`src/hdl/csr_pkg.sv`:
```
package csr_pkg;

    // Register word and CSR address
    typedef logic [31:0] xlen_t;
    typedef logic [11:0] csr_addr_t;

    // Command opcodes from the pipeline
    typedef enum logic [2:0] {
        CSR_NONE  = 3'd0,
        CSR_RW    = 3'd1,
        CSR_RS    = 3'd2,
        CSR_RC    = 3'd3,
        CSR_ECALL = 3'd4,
        CSR_MRET  = 3'd5
    } csr_op_e;

    // Architectural encodings, only U and M exist here
    typedef enum logic [1:0] {
        PRIV_U = 2'd0,
        PRIV_M = 2'd3
    } priv_e;

    // Controller FSM
    typedef enum logic {
        ST_RUN   = 1'b0,
        ST_FLUSH = 1'b1
    } ctrl_state_e;

    // Unprivileged counters, read only from any mode
    localparam csr_addr_t ADDR_CYCLE     = 12'hC00;
    localparam csr_addr_t ADDR_CYCLEH    = 12'hC80;
    localparam csr_addr_t ADDR_TIME      = 12'hC01;
    localparam csr_addr_t ADDR_TIMEH     = 12'hC81;

    // Machine trap setup
    localparam csr_addr_t ADDR_MSTATUS   = 12'h300;
    localparam csr_addr_t ADDR_MISA      = 12'h301;
    localparam csr_addr_t ADDR_MIE       = 12'h304;
    localparam csr_addr_t ADDR_MTVEC     = 12'h305;

    // Machine trap handling
    localparam csr_addr_t ADDR_MSCRATCH  = 12'h340;
    localparam csr_addr_t ADDR_MEPC      = 12'h341;
    localparam csr_addr_t ADDR_MCAUSE    = 12'h342;
    localparam csr_addr_t ADDR_MIP       = 12'h344;

    // Custom machine read/write range, timer compare halves
    localparam csr_addr_t ADDR_MTIMECMP  = 12'h7C0;
    localparam csr_addr_t ADDR_MTIMECMPH = 12'h7C1;

    // mcause values, bit 31 flags an interrupt
    localparam xlen_t CAUSE_ECALL_U      = 32'd8;
    localparam xlen_t CAUSE_ECALL_M      = 32'd11;
    localparam xlen_t CAUSE_M_TIMER_IRQ  = 32'h8000_0007;

    // MXL = 1 for RV32, extension bits A, I and M
    localparam xlen_t MISA_VALUE         = 32'h4000_1101;

    // mstatus fields
    localparam int MSTATUS_MIE           = 3;
    localparam int MSTATUS_MPIE          = 7;
    localparam int MSTATUS_MPP_LO        = 11;

    // Machine timer bit in mie and mip
    localparam int MIX_MT                = 7;

endpackage
```
`src/hdl/csr_unit.sv`:
```
`timescale 1ns/1ns

module csr_unit #(
    parameter int TICK_DIV = 4
) (
    input  logic               clk,
    input  logic               arst_n,
    input  logic               cmd_valid,
    input  csr_pkg::csr_op_e   cmd_op,
    input  csr_pkg::csr_addr_t cmd_addr,
    input  csr_pkg::xlen_t     cmd_wdata,
    input  csr_pkg::xlen_t     cmd_pc,
    output logic               cmd_ready,
    output logic               rsp_valid,
    output csr_pkg::xlen_t     rsp_rdata,
    output logic               trap_valid,
    output csr_pkg::xlen_t     trap_pc
);

    import csr_pkg::*;

    // Controller to register file
    logic        exec_en;
    logic        trap_enter;
    xlen_t       trap_cause;
    logic        mret_en;
    priv_e       priv;

    // Register file to controller
    logic        irq_ready;
    xlen_t       tvec_base;
    logic        tvec_vectored;
    xlen_t       mepc;
    priv_e       saved_mpp;

    // Timer and its compare write port
    logic [63:0] cycle;
    logic [63:0] mtime;
    logic [63:0] mtimecmp;
    logic        timer_pending;
    logic        cmp_wr_lo;
    logic        cmp_wr_hi;
    xlen_t       cmp_wdata;

    // Port names match the nets above
    csr_trap_ctrl u_trap_ctrl (.*);

    csr_regfile u_regfile (.*);

    csr_timer #(
        .TICK_DIV (TICK_DIV)
    ) u_timer (.*);

endmodule

```
`src/hdl/csr_regfile.sv`:
```
`timescale 1ns/1ns

module csr_regfile (
    input  logic               clk,
    input  logic               arst_n,
    input  logic               exec_en,
    input  logic               trap_enter,
    input  csr_pkg::xlen_t     trap_cause,
    input  logic               mret_en,
    input  csr_pkg::priv_e     priv,
    input  csr_pkg::csr_op_e   cmd_op,
    input  csr_pkg::csr_addr_t cmd_addr,
    input  csr_pkg::xlen_t     cmd_wdata,
    input  csr_pkg::xlen_t     cmd_pc,
    input  logic [63:0]        cycle,
    input  logic [63:0]        mtime,
    input  logic [63:0]        mtimecmp,
    input  logic               timer_pending,
    output csr_pkg::xlen_t     rsp_rdata,
    output logic               irq_ready,
    output csr_pkg::xlen_t     tvec_base,
    output logic               tvec_vectored,
    output csr_pkg::xlen_t     mepc,
    output csr_pkg::priv_e     saved_mpp,
    output logic               cmp_wr_lo,
    output logic               cmp_wr_hi,
    output csr_pkg::xlen_t     cmp_wdata
);

    import csr_pkg::*;

    // mstatus bits kept, MPP is saved_mpp
    logic        st_mie;
    logic        st_mpie;
    logic        mie_mtie;
    // mtvec base, mode bit is tvec_vectored
    logic [29:0] mtvec_base;
    xlen_t       mscratch;
    xlen_t       mcause;

    logic        access_ok;
    logic        write_ok;
    logic        is_rmw;
    logic        wr_en;
    xlen_t       mstatus_rd;
    xlen_t       mie_rd;
    xlen_t       mip_rd;
    xlen_t       csr_rd;
    xlen_t       old_val;
    xlen_t       new_val;
    priv_e       mpp_wr;

    // Address bits [9:8] give the lowest mode allowed
    assign access_ok = (priv >= cmd_addr[9:8]);
    // Bits [11:10] == 11 mark a read-only CSR
    assign write_ok  = access_ok && (cmd_addr[11:10] != 2'b11);
    assign is_rmw    = (cmd_op == CSR_RW) || (cmd_op == CSR_RS) || (cmd_op == CSR_RC);
    assign wr_en     = exec_en && is_rmw && write_ok;

    // Packed views of the sparse registers
    always_comb begin
        mstatus_rd                      = '0;
        mstatus_rd[MSTATUS_MIE]         = st_mie;
        mstatus_rd[MSTATUS_MPIE]        = st_mpie;
        mstatus_rd[MSTATUS_MPP_LO +: 2] = saved_mpp;
    end

    always_comb begin
        mie_rd         = '0;
        mie_rd[MIX_MT] = mie_mtie;
        // MTIP mirrors the timer, writes ignored
        mip_rd         = '0;
        mip_rd[MIX_MT] = timer_pending;
    end

    // Read mux
    always_comb begin
        case (cmd_addr)
            ADDR_CYCLE:     csr_rd = cycle[31:0];
            ADDR_CYCLEH:    csr_rd = cycle[63:32];
            ADDR_TIME:      csr_rd = mtime[31:0];
            ADDR_TIMEH:     csr_rd = mtime[63:32];
            ADDR_MSTATUS:   csr_rd = mstatus_rd;
            ADDR_MISA:      csr_rd = MISA_VALUE;
            ADDR_MIE:       csr_rd = mie_rd;
            ADDR_MTVEC:     csr_rd = {mtvec_base, 1'b0, tvec_vectored};
            ADDR_MSCRATCH:  csr_rd = mscratch;
            ADDR_MEPC:      csr_rd = mepc;
            ADDR_MCAUSE:    csr_rd = mcause;
            ADDR_MIP:       csr_rd = mip_rd;
            ADDR_MTIMECMP:  csr_rd = mtimecmp[31:0];
            ADDR_MTIMECMPH: csr_rd = mtimecmp[63:32];
            // Unknown address
            default:        csr_rd = '0;
        endcase
    end

    // Too little privilege reads as zero
    assign old_val = access_ok ? csr_rd : '0;

    // Write, set or clear against the old value
    always_comb begin
        case (cmd_op)
            CSR_RS:  new_val = old_val | cmd_wdata;
            CSR_RC:  new_val = old_val & ~cmd_wdata;
            default: new_val = cmd_wdata;
        endcase
    end

    // MPP is WARL, anything but M falls back to U
    assign mpp_wr = (new_val[MSTATUS_MPP_LO +: 2] == 2'b11) ? PRIV_M : PRIV_U;

    // mtimecmp lives in the timer
    assign cmp_wr_lo = wr_en && (cmd_addr == ADDR_MTIMECMP);
    assign cmp_wr_hi = wr_en && (cmd_addr == ADDR_MTIMECMPH);
    assign cmp_wdata = new_val;

    assign tvec_base = {mtvec_base, 2'b00};

    // MIE only gates while in M, U is always interruptible
    assign irq_ready = (st_mie || (priv == PRIV_U)) && mie_mtie && timer_pending;

    always_ff @(posedge clk or negedge arst_n) begin
        if (!arst_n) begin
            st_mie        <= 1'b0;
            st_mpie       <= 1'b0;
            saved_mpp     <= PRIV_M;
            mie_mtie      <= 1'b0;
            mtvec_base    <= '0;
            tvec_vectored <= 1'b0;
            mscratch      <= '0;
            mepc          <= '0;
            mcause        <= '0;
        end else if (trap_enter) begin
            // Trap entry stacks the interrupt enable and mode
            mepc      <= {cmd_pc[31:2], 2'b00};
            mcause    <= trap_cause;
            st_mpie   <= st_mie;
            st_mie    <= 1'b0;
            saved_mpp <= priv;
        end else if (mret_en) begin
            st_mie    <= st_mpie;
            st_mpie   <= 1'b1;
            saved_mpp <= PRIV_U;
        end else if (wr_en) begin
            case (cmd_addr)
                ADDR_MSTATUS: begin
                    st_mie    <= new_val[MSTATUS_MIE];
                    st_mpie   <= new_val[MSTATUS_MPIE];
                    saved_mpp <= mpp_wr;
                end
                ADDR_MIE: begin
                    mie_mtie <= new_val[MIX_MT];
                end
                ADDR_MTVEC: begin
                    // Mode 0 direct, 1 vectored
                    mtvec_base    <= new_val[31:2];
                    tvec_vectored <= new_val[0];
                end
                ADDR_MSCRATCH: begin
                    mscratch <= new_val;
                end
                ADDR_MEPC: begin
                    mepc <= {new_val[31:2], 2'b00};
                end
                ADDR_MCAUSE: begin
                    mcause <= new_val;
                end
                default: begin
                    // Read-only or timer address
                end
            endcase
        end
    end

    // Old value goes back with the response
    always_ff @(posedge clk) begin
        if (exec_en) begin
            rsp_rdata <= old_val;
        end
    end

    // Controller never executes and traps the same command
    a_exec_xor_trap: assert property (@(posedge clk) disable iff (!arst_n)
        !(trap_enter && exec_en));

endmodule

```
`src/hdl/csr_trap_ctrl.sv`:
```
`timescale 1ns/1ns

module csr_trap_ctrl (
    input  logic             clk,
    input  logic             arst_n,
    input  logic             cmd_valid,
    input  csr_pkg::csr_op_e cmd_op,
    input  csr_pkg::xlen_t   cmd_pc,
    input  logic             irq_ready,
    input  csr_pkg::xlen_t   tvec_base,
    input  logic             tvec_vectored,
    input  csr_pkg::xlen_t   mepc,
    input  csr_pkg::priv_e   saved_mpp,
    output logic             cmd_ready,
    output logic             exec_en,
    output logic             trap_enter,
    output csr_pkg::xlen_t   trap_cause,
    output logic             mret_en,
    output csr_pkg::priv_e   priv,
    output logic             rsp_valid,
    output logic             trap_valid,
    output csr_pkg::xlen_t   trap_pc
);

    import csr_pkg::*;

    ctrl_state_e state;
    logic        accept;
    logic        is_ecall;
    logic        is_mret;
    logic        redirect;
    xlen_t       vec_off;
    xlen_t       target;

    // Only take commands while running
    assign cmd_ready = (state == ST_RUN);
    assign accept    = cmd_valid && cmd_ready;
    assign is_ecall  = (cmd_op == CSR_ECALL);
    assign is_mret   = (cmd_op == CSR_MRET);

    // Pending timer interrupt replaces the command
    assign trap_enter = accept && (irq_ready || is_ecall);
    assign mret_en    = accept && !irq_ready && is_mret;
    assign exec_en    = accept && !irq_ready && !is_ecall && !is_mret;
    assign redirect   = trap_enter || mret_en;

    // Interrupt first, else ECALL code by current mode
    assign trap_cause = irq_ready        ? CAUSE_M_TIMER_IRQ :
                        (priv == PRIV_U) ? CAUSE_ECALL_U     : CAUSE_ECALL_M;

    // Vectored slot is four bytes per cause code
    assign vec_off = {trap_cause[29:0], 2'b00};

    // Redirect target
    always_comb begin
        if (mret_en) begin
            target = mepc;
        end else if (irq_ready && tvec_vectored) begin
            target = tvec_base + vec_off;
        end else begin
            // ECALL and direct mode share the base
            target = tvec_base;
        end
    end

    always_ff @(posedge clk or negedge arst_n) begin
        if (!arst_n) begin
            state      <= ST_RUN;
            priv       <= PRIV_M;
            rsp_valid  <= 1'b0;
            trap_valid <= 1'b0;
        end else begin
            // Exactly one result per accepted command
            rsp_valid  <= exec_en;
            trap_valid <= redirect;
            case (state)
                ST_RUN: begin
                    if (redirect) begin
                        state <= ST_FLUSH;
                    end
                end
                default: begin
                    // Single bubble while the pipeline refetches
                    state <= ST_RUN;
                end
            endcase
            if (trap_enter) begin
                priv <= PRIV_M;
            end else if (mret_en) begin
                priv <= saved_mpp;
            end
        end
    end

    // New fetch address for the pipeline
    always_ff @(posedge clk) begin
        if (redirect) begin
            trap_pc <= target;
        end
    end

    // Redirect costs one stalled cycle, then commands flow again
    a_flush_one_cycle: assert property (@(posedge clk) disable iff (!arst_n)
        trap_valid |-> !cmd_ready ##1 cmd_ready);

    a_one_result: assert property (@(posedge clk) disable iff (!arst_n)
        !(rsp_valid && trap_valid));

    // MRET restores MPP, which the register file keeps legal
    a_priv_legal: assert property (@(posedge clk) disable iff (!arst_n)
        priv inside {PRIV_U, PRIV_M});

    // Register file saves the aligned pc of the trapped command
    a_mepc_saved: assert property (@(posedge clk) disable iff (!arst_n)
        trap_enter |=> mepc == $past({cmd_pc[31:2], 2'b00}));

endmodule

```
`src/hdl/csr_timer.sv`:
```
`timescale 1ns/1ns

module csr_timer #(
    parameter int TICK_DIV = 4
) (
    input  logic           clk,
    input  logic           arst_n,
    input  logic           cmp_wr_lo,
    input  logic           cmp_wr_hi,
    input  csr_pkg::xlen_t cmp_wdata,
    output logic [63:0]    cycle,
    output logic [63:0]    mtime,
    output logic [63:0]    mtimecmp,
    output logic           timer_pending
);

    // Prescaler holds 0 .. TICK_DIV-1, at least one bit wide
    localparam int            PW         = (TICK_DIV > 1) ? $clog2(TICK_DIV) : 1;
    localparam logic [PW-1:0] PRESC_LAST = PW'(TICK_DIV - 1);

    logic [PW-1:0] presc;
    logic          tick;

    // One mtime tick per TICK_DIV clocks
    assign tick = (presc == PRESC_LAST);

    always_ff @(posedge clk or negedge arst_n) begin
        if (!arst_n) begin
            presc <= '0;
        end else if (tick) begin
            presc <= '0;
        end else begin
            presc <= presc + 1'b1;
        end
    end

    // Free running, every clock
    always_ff @(posedge clk or negedge arst_n) begin
        if (!arst_n) begin
            cycle <= '0;
        end else begin
            cycle <= cycle + 64'd1;
        end
    end

    always_ff @(posedge clk or negedge arst_n) begin
        if (!arst_n) begin
            mtime <= '0;
        end else if (tick) begin
            mtime <= mtime + 64'd1;
        end
    end

    // All ones out of reset so nothing is pending
    // Halves written one at a time by CSR writes
    always_ff @(posedge clk or negedge arst_n) begin
        if (!arst_n) begin
            mtimecmp <= '1;
        end else begin
            if (cmp_wr_lo) begin
                mtimecmp[31:0] <= cmp_wdata;
            end
            if (cmp_wr_hi) begin
                mtimecmp[63:32] <= cmp_wdata;
            end
        end
    end

    // Seen in the cycle right after a compare write
    assign timer_pending = (mtime >= mtimecmp);

    // Monotonic time base
    a_mtime_monotonic: assert property (@(posedge clk) disable iff (!arst_n)
        mtime >= $past(mtime));

endmodule

```
`config.mk`:
```
export PLATFORM = sky130hd
export DESIGN_NAME = csr_unit
export DESIGN_NICKNAME = d
export VERILOG_FILES = /design/src/hdl/csr_pkg.sv /design/src/hdl/csr_unit.sv /design/src/hdl/csr_regfile.sv /design/src/hdl/csr_trap_ctrl.sv /design/src/hdl/csr_timer.sv
export SDC_FILE = /design/constraint.sdc
export NUM_CORES = 1
export LEC_CHECK = 0
export BUFFER_PORTS_ARGS = -buffer_cell sky130_fd_sc_hd__buf_2
export CAP_MARGIN = 20
export CORE_MARGIN = 3
export CORE_UTILIZATION = 57
export CTS_BUF_LIST = sky130_fd_sc_hd__clkbuf_8 sky130_fd_sc_hd__clkbuf_16
export CTS_CLUSTER_SIZE = 10
export DETAILED_ROUTE_END_ITERATION = 16
export PLACE_DENSITY = 0.76
export SETUP_SLACK_MARGIN = 0.15
export SYNTH_ARGS = -nofsm -noshare
export SYNTH_HDL_FRONTEND = slang
export SYNTH_HIERARCHICAL = 1
export SYNTH_SLANG_ARGS = --single-unit
export TNS_END_PERCENT = 50
```
`constraint.sdc`:
```
create_clock -name clk -period 19.1 [get_ports clk]
set_input_delay 3.82 -clock clk [delete_from_list [all_inputs] [get_ports clk]]
set_output_delay 3.82 -clock clk [all_outputs]
set_load 0.03 [all_outputs]
```
==> impl_metrics.json <==
{
  "status": "completed",
  "crit_arrival_ns": 7.78,
  "wl_mm": 74.7,
  "drt_iter0_drc": 2861,
  "seq_area_frac_synth_pct": 47.3,
  "postSynth.topFlopCell": "dfrtp_1",
  "cts-htree-levels": 2,
  "setup-violations-final": 0,
  "final_nets": 2506,
  "clock-sinks": 393,
  "std_cell_rows": 70,
  "r2r_start": "u_timer/mtimecmp[5]",
  "async_reset_ff_share_pct": 83.7,
  "cell_area_after_synthesis_um2": 21700,
  "timing.final.crit_share_pct": 38.2,
  "seqCellArea_um2": 10200,
  "peakVddDrop_v": 0.0000852,
  "rsz0062_at_grt": "false",
  "worst_pin_slew_ns": 1.15,
  "finish.instance_area_um2": 24100,
  "rr_worst_depth": 16,
  "multi_input_area_um2": 10300,
  "die_w_um": 201,
  "wl_per_cell_um": 25.8,
  "worst-path-max-fanout": 21,
  "place_area_um2": 22700,
  "num-fill-cells": 3007,
  "num_vias": 19200,
  "tns_ns": 0,
  "power_density_nw_per_um2": 77.6,
  "synth.top_cells.by_area": "dfrtp_1, edfxtp_1, dfstp_2",
  "synth_edf_count": 64,
  "yosys_register_bits": 393,
  "critPathCapture": "u_timer/mtimecmp[29]",
  "bufs_on_longest_clock_path": 3,
  "yosysTopAreaCell": "dfrtp_1",
  "path_type_of_the_worst_setup_path": "input pin to flop",
  "finalClockSkew_ns": 0.0232,
  "max_cap_viol_count": 0,
  "achievable-frequency_mhz": 137,
  "drt_drc_violations_left": 0,
  "root_buffer": "clkbuf_16",
  "rd_place_congestion": 1.02,
  "synthToLayoutAreaGrowth_pct": 11.2,
  "overflow": 0,
  "drive_gt1_share_pct": 15.3,
  "rrSetupSlack_ns": 12.48,
  "yosysUniqueCellTypes": 97,
  "die_height_um": 201,
  "worst-endpoint-required_ns": 19.58,
  "max-slew-margin-rel_pct": 23.1,
  "netlist_instances": 2240,
  "hold_path.class": "flop to flop",
  "finalMaxSlewViolations": 0,
  "ys_warn_count": 6,
  "core-area_um2": 37000,
  "r2r_end": "u_regfile/mcause[0]",
  "num_io_pins": 149,
  "cts-buffers-inserted": 46,
  "viasPerCell": 6.64,
  "yosysMostFrequentCell": "nand2_1",
  "dp.final_hpwl_mm": 53.8,
  "via_count_of_the_first_global_routing_pass": 18100,
  "i_o_buffers": 146,
  "antenna_diode_count": 0,
  "synthDominantCellAreaShare_pct": 30.2,
  "power_mw": 1.87,
  "cts_setup_buffers": 0,
  "cp-end-kind": "flop",
  "crit_path_start": "cmd_addr[6]",
  "first_drt_pass_iteration_count": 8,
  "grt_start_max_net_pins": 122,
  "clock_latency_ns": 0.60,
  "detailedPlace.worstSlack_ns": 11.47,
  "cts.reportedPaths.clkPinSlew_ns": 0.06,
  "synthesis.area_per_instance_um2": 9.67,
  "cts_resized": 0,
  "floorplan.initialDensity_pct": 58.4,
  "antenna_violations_before_repair": 2,
  "worst_setup_path_start_kind": "input pin",
  "ant_nets": 0,
  "synth_top_cells_by_count": "nand2_1, dfrtp_1, o21ai_0",
  "cts_tree": "yes",
  "grt_first_pass_wirelength_mm": 111,
  "grt_util_all_layers_pct": 36.0,
  "p_leak_nw": 11.0,
  "post-route-worst-setup-slack_ns": 11.80,
  "design.die.area_um2": 40400,
  "final_hold_viol_count": 0,
  "timing.final.crit_period_ns": 7.30,
  "cts_hold_repair.buffers": 0
}
==> through the flow <==
step | utilization [%] | cells | hold WS (ns)
3_3_place_gp | 61.3 | 2804 | 0.413
4_1_cts | 65.0 | 2890 | 0.423
2_1_floorplan | - | 2269 | 0.403
6_report | 65.0 | 2892 | 0.419
3_5_place_dp | 61.3 | 2804 | 0.416
5_1_grt | 65.0 | 2892 | 0.446
==> layout make-up <==
cell class	count	area share, %
multi-input cells	1594	42.9
flip-flops and latches	393	42.5
clock buffers	47	4.84
repair buffers	186	4.31
well taps	504	2.62
inverters	129	2.01
clock inverters	39	0.805
==> critical path, stage by stage <==
cell and delay [ns]:
buf_2 0.37, clkinv_1 0.42, nand2_1 0.59, a2111oi_0 0.28, o31ai_1 0.80, buf_4 0.31
nor3_1 0.07, a21oi_1 0.69, inv_1 0.19, nand2_1 0.12, o21ai_0 0.11
==> cells by family after synthesis <==
group	count (synthesis)	share of synthesized area (%)
adders and majority gates	74	4.31
AOI/OAI and AO/OA	567	17.1
other	2	0.0347
muxes	37	1.75
DFF	393	47.3
xor gates and xnor gates	152	6.15
and+or+nand+nor	733	17.5
buffers and inverters	282	5.83
==> layout by cell type (no fill, tap or decap), types with 7 or more instances in the layout <==
cell / synthesis / layout
nand2b_1: 7 / 7
nand4_1: 84 / 84
dfstp_2: 68 / 68
dfrtp_1: 261 / 261
o31a_1: 15 / 15
buf_2: 22 / 145
o21ai_1: 17 / 17
o21ai_0: 214 / 214
nor4_4: 8 / 8
buf_4: 35 / 38
edfxtp_1: 64 / 64
mux2i_1: 31 / 31
nor4_1: 13 / 12
ha_1: 73 / 73
conb_1: 2 / 31
nand3_1: 64 / 64
o22ai_1: 10 / 10
a221oi_1: 7 / 7
nand2_1: 308 / 308
and2_1: 8 / 8
and4_1: 15 / 15
xnor2_1: 98 / 98
a222oi_1: 22 / 22
and3_1: 33 / 33
clkbuf_16: 0 / 46
xor2_1: 54 / 54
nor2_1: 83 / 83
a21o_1: 15 / 15
a22oi_1: 109 / 109
a31oi_1: 11 / 11
nor3_1: 52 / 46
a2111oi_0: 9 / 9
inv_1: 128 / 160
a21oi_1: 67 / 65
==> state kept, by name, indices dropped and copies added, names as in the netlist <==
| signal | count |
|---|---|
| u_regfile/tvec_vectored | 1 |
| u_regfile/st_mpie | 1 |
| u_regfile/mtvec_base | 30 |
| u_trap_ctrl/rsp_valid | 1 |
| u_regfile/mie_mtie | 1 |
| u_regfile/st_mie | 1 |
| u_regfile/rsp_rdata | 32 |
| u_trap_ctrl/trap_valid | 1 |
| u_timer/mtimecmp | 64 |
| u_trap_ctrl/priv | 2 |
| u_timer/presc | 2 |
| u_timer/mtime | 64 |
| u_regfile/saved_mpp | 2 |
| u_regfile/mscratch | 32 |
| u_trap_ctrl/trap_pc | 32 |
| u_trap_ctrl/state | 1 |
| u_regfile/mepc | 30 |
| u_timer/cycle | 64 |
| u_regfile/mcause | 32 |
==> worst min-delay path by stage <==
stage | startpoint | endpoint | cells past startpoint
5_1_grt | u_timer/presc[0] | u_timer/presc[0] | 1
3_3_place_gp | u_timer/presc[0] | u_timer/presc[0] | 1
4_1_cts | u_timer/presc[0] | u_timer/presc[0] | 1
2_1_floorplan | u_timer/presc[0] | u_timer/presc[0] | 1
6_report | u_timer/presc[0] | u_timer/presc[0] | 1
3_5_place_dp | u_timer/presc[0] | u_timer/presc[0] | 1
==> power by group <==
group          internal (mW)  switching (mW)  total [mW]
Sequential             0.891          0.0334       0.924
Clock                  0.442           0.360       0.801
Combinational         0.0449          0.0981       0.143
==> layer usage <==
metal	global-route usage (%)	up-vias	part of all wire [%]
li1	-	8286	-
met1	50.1	9268	39
met2	52.9	1404	43
met3	10.8	242	13
met4	14.6	4	4.7
met5	0	-	0.063
No activity file was read; power rests on OpenSTA's default activity.
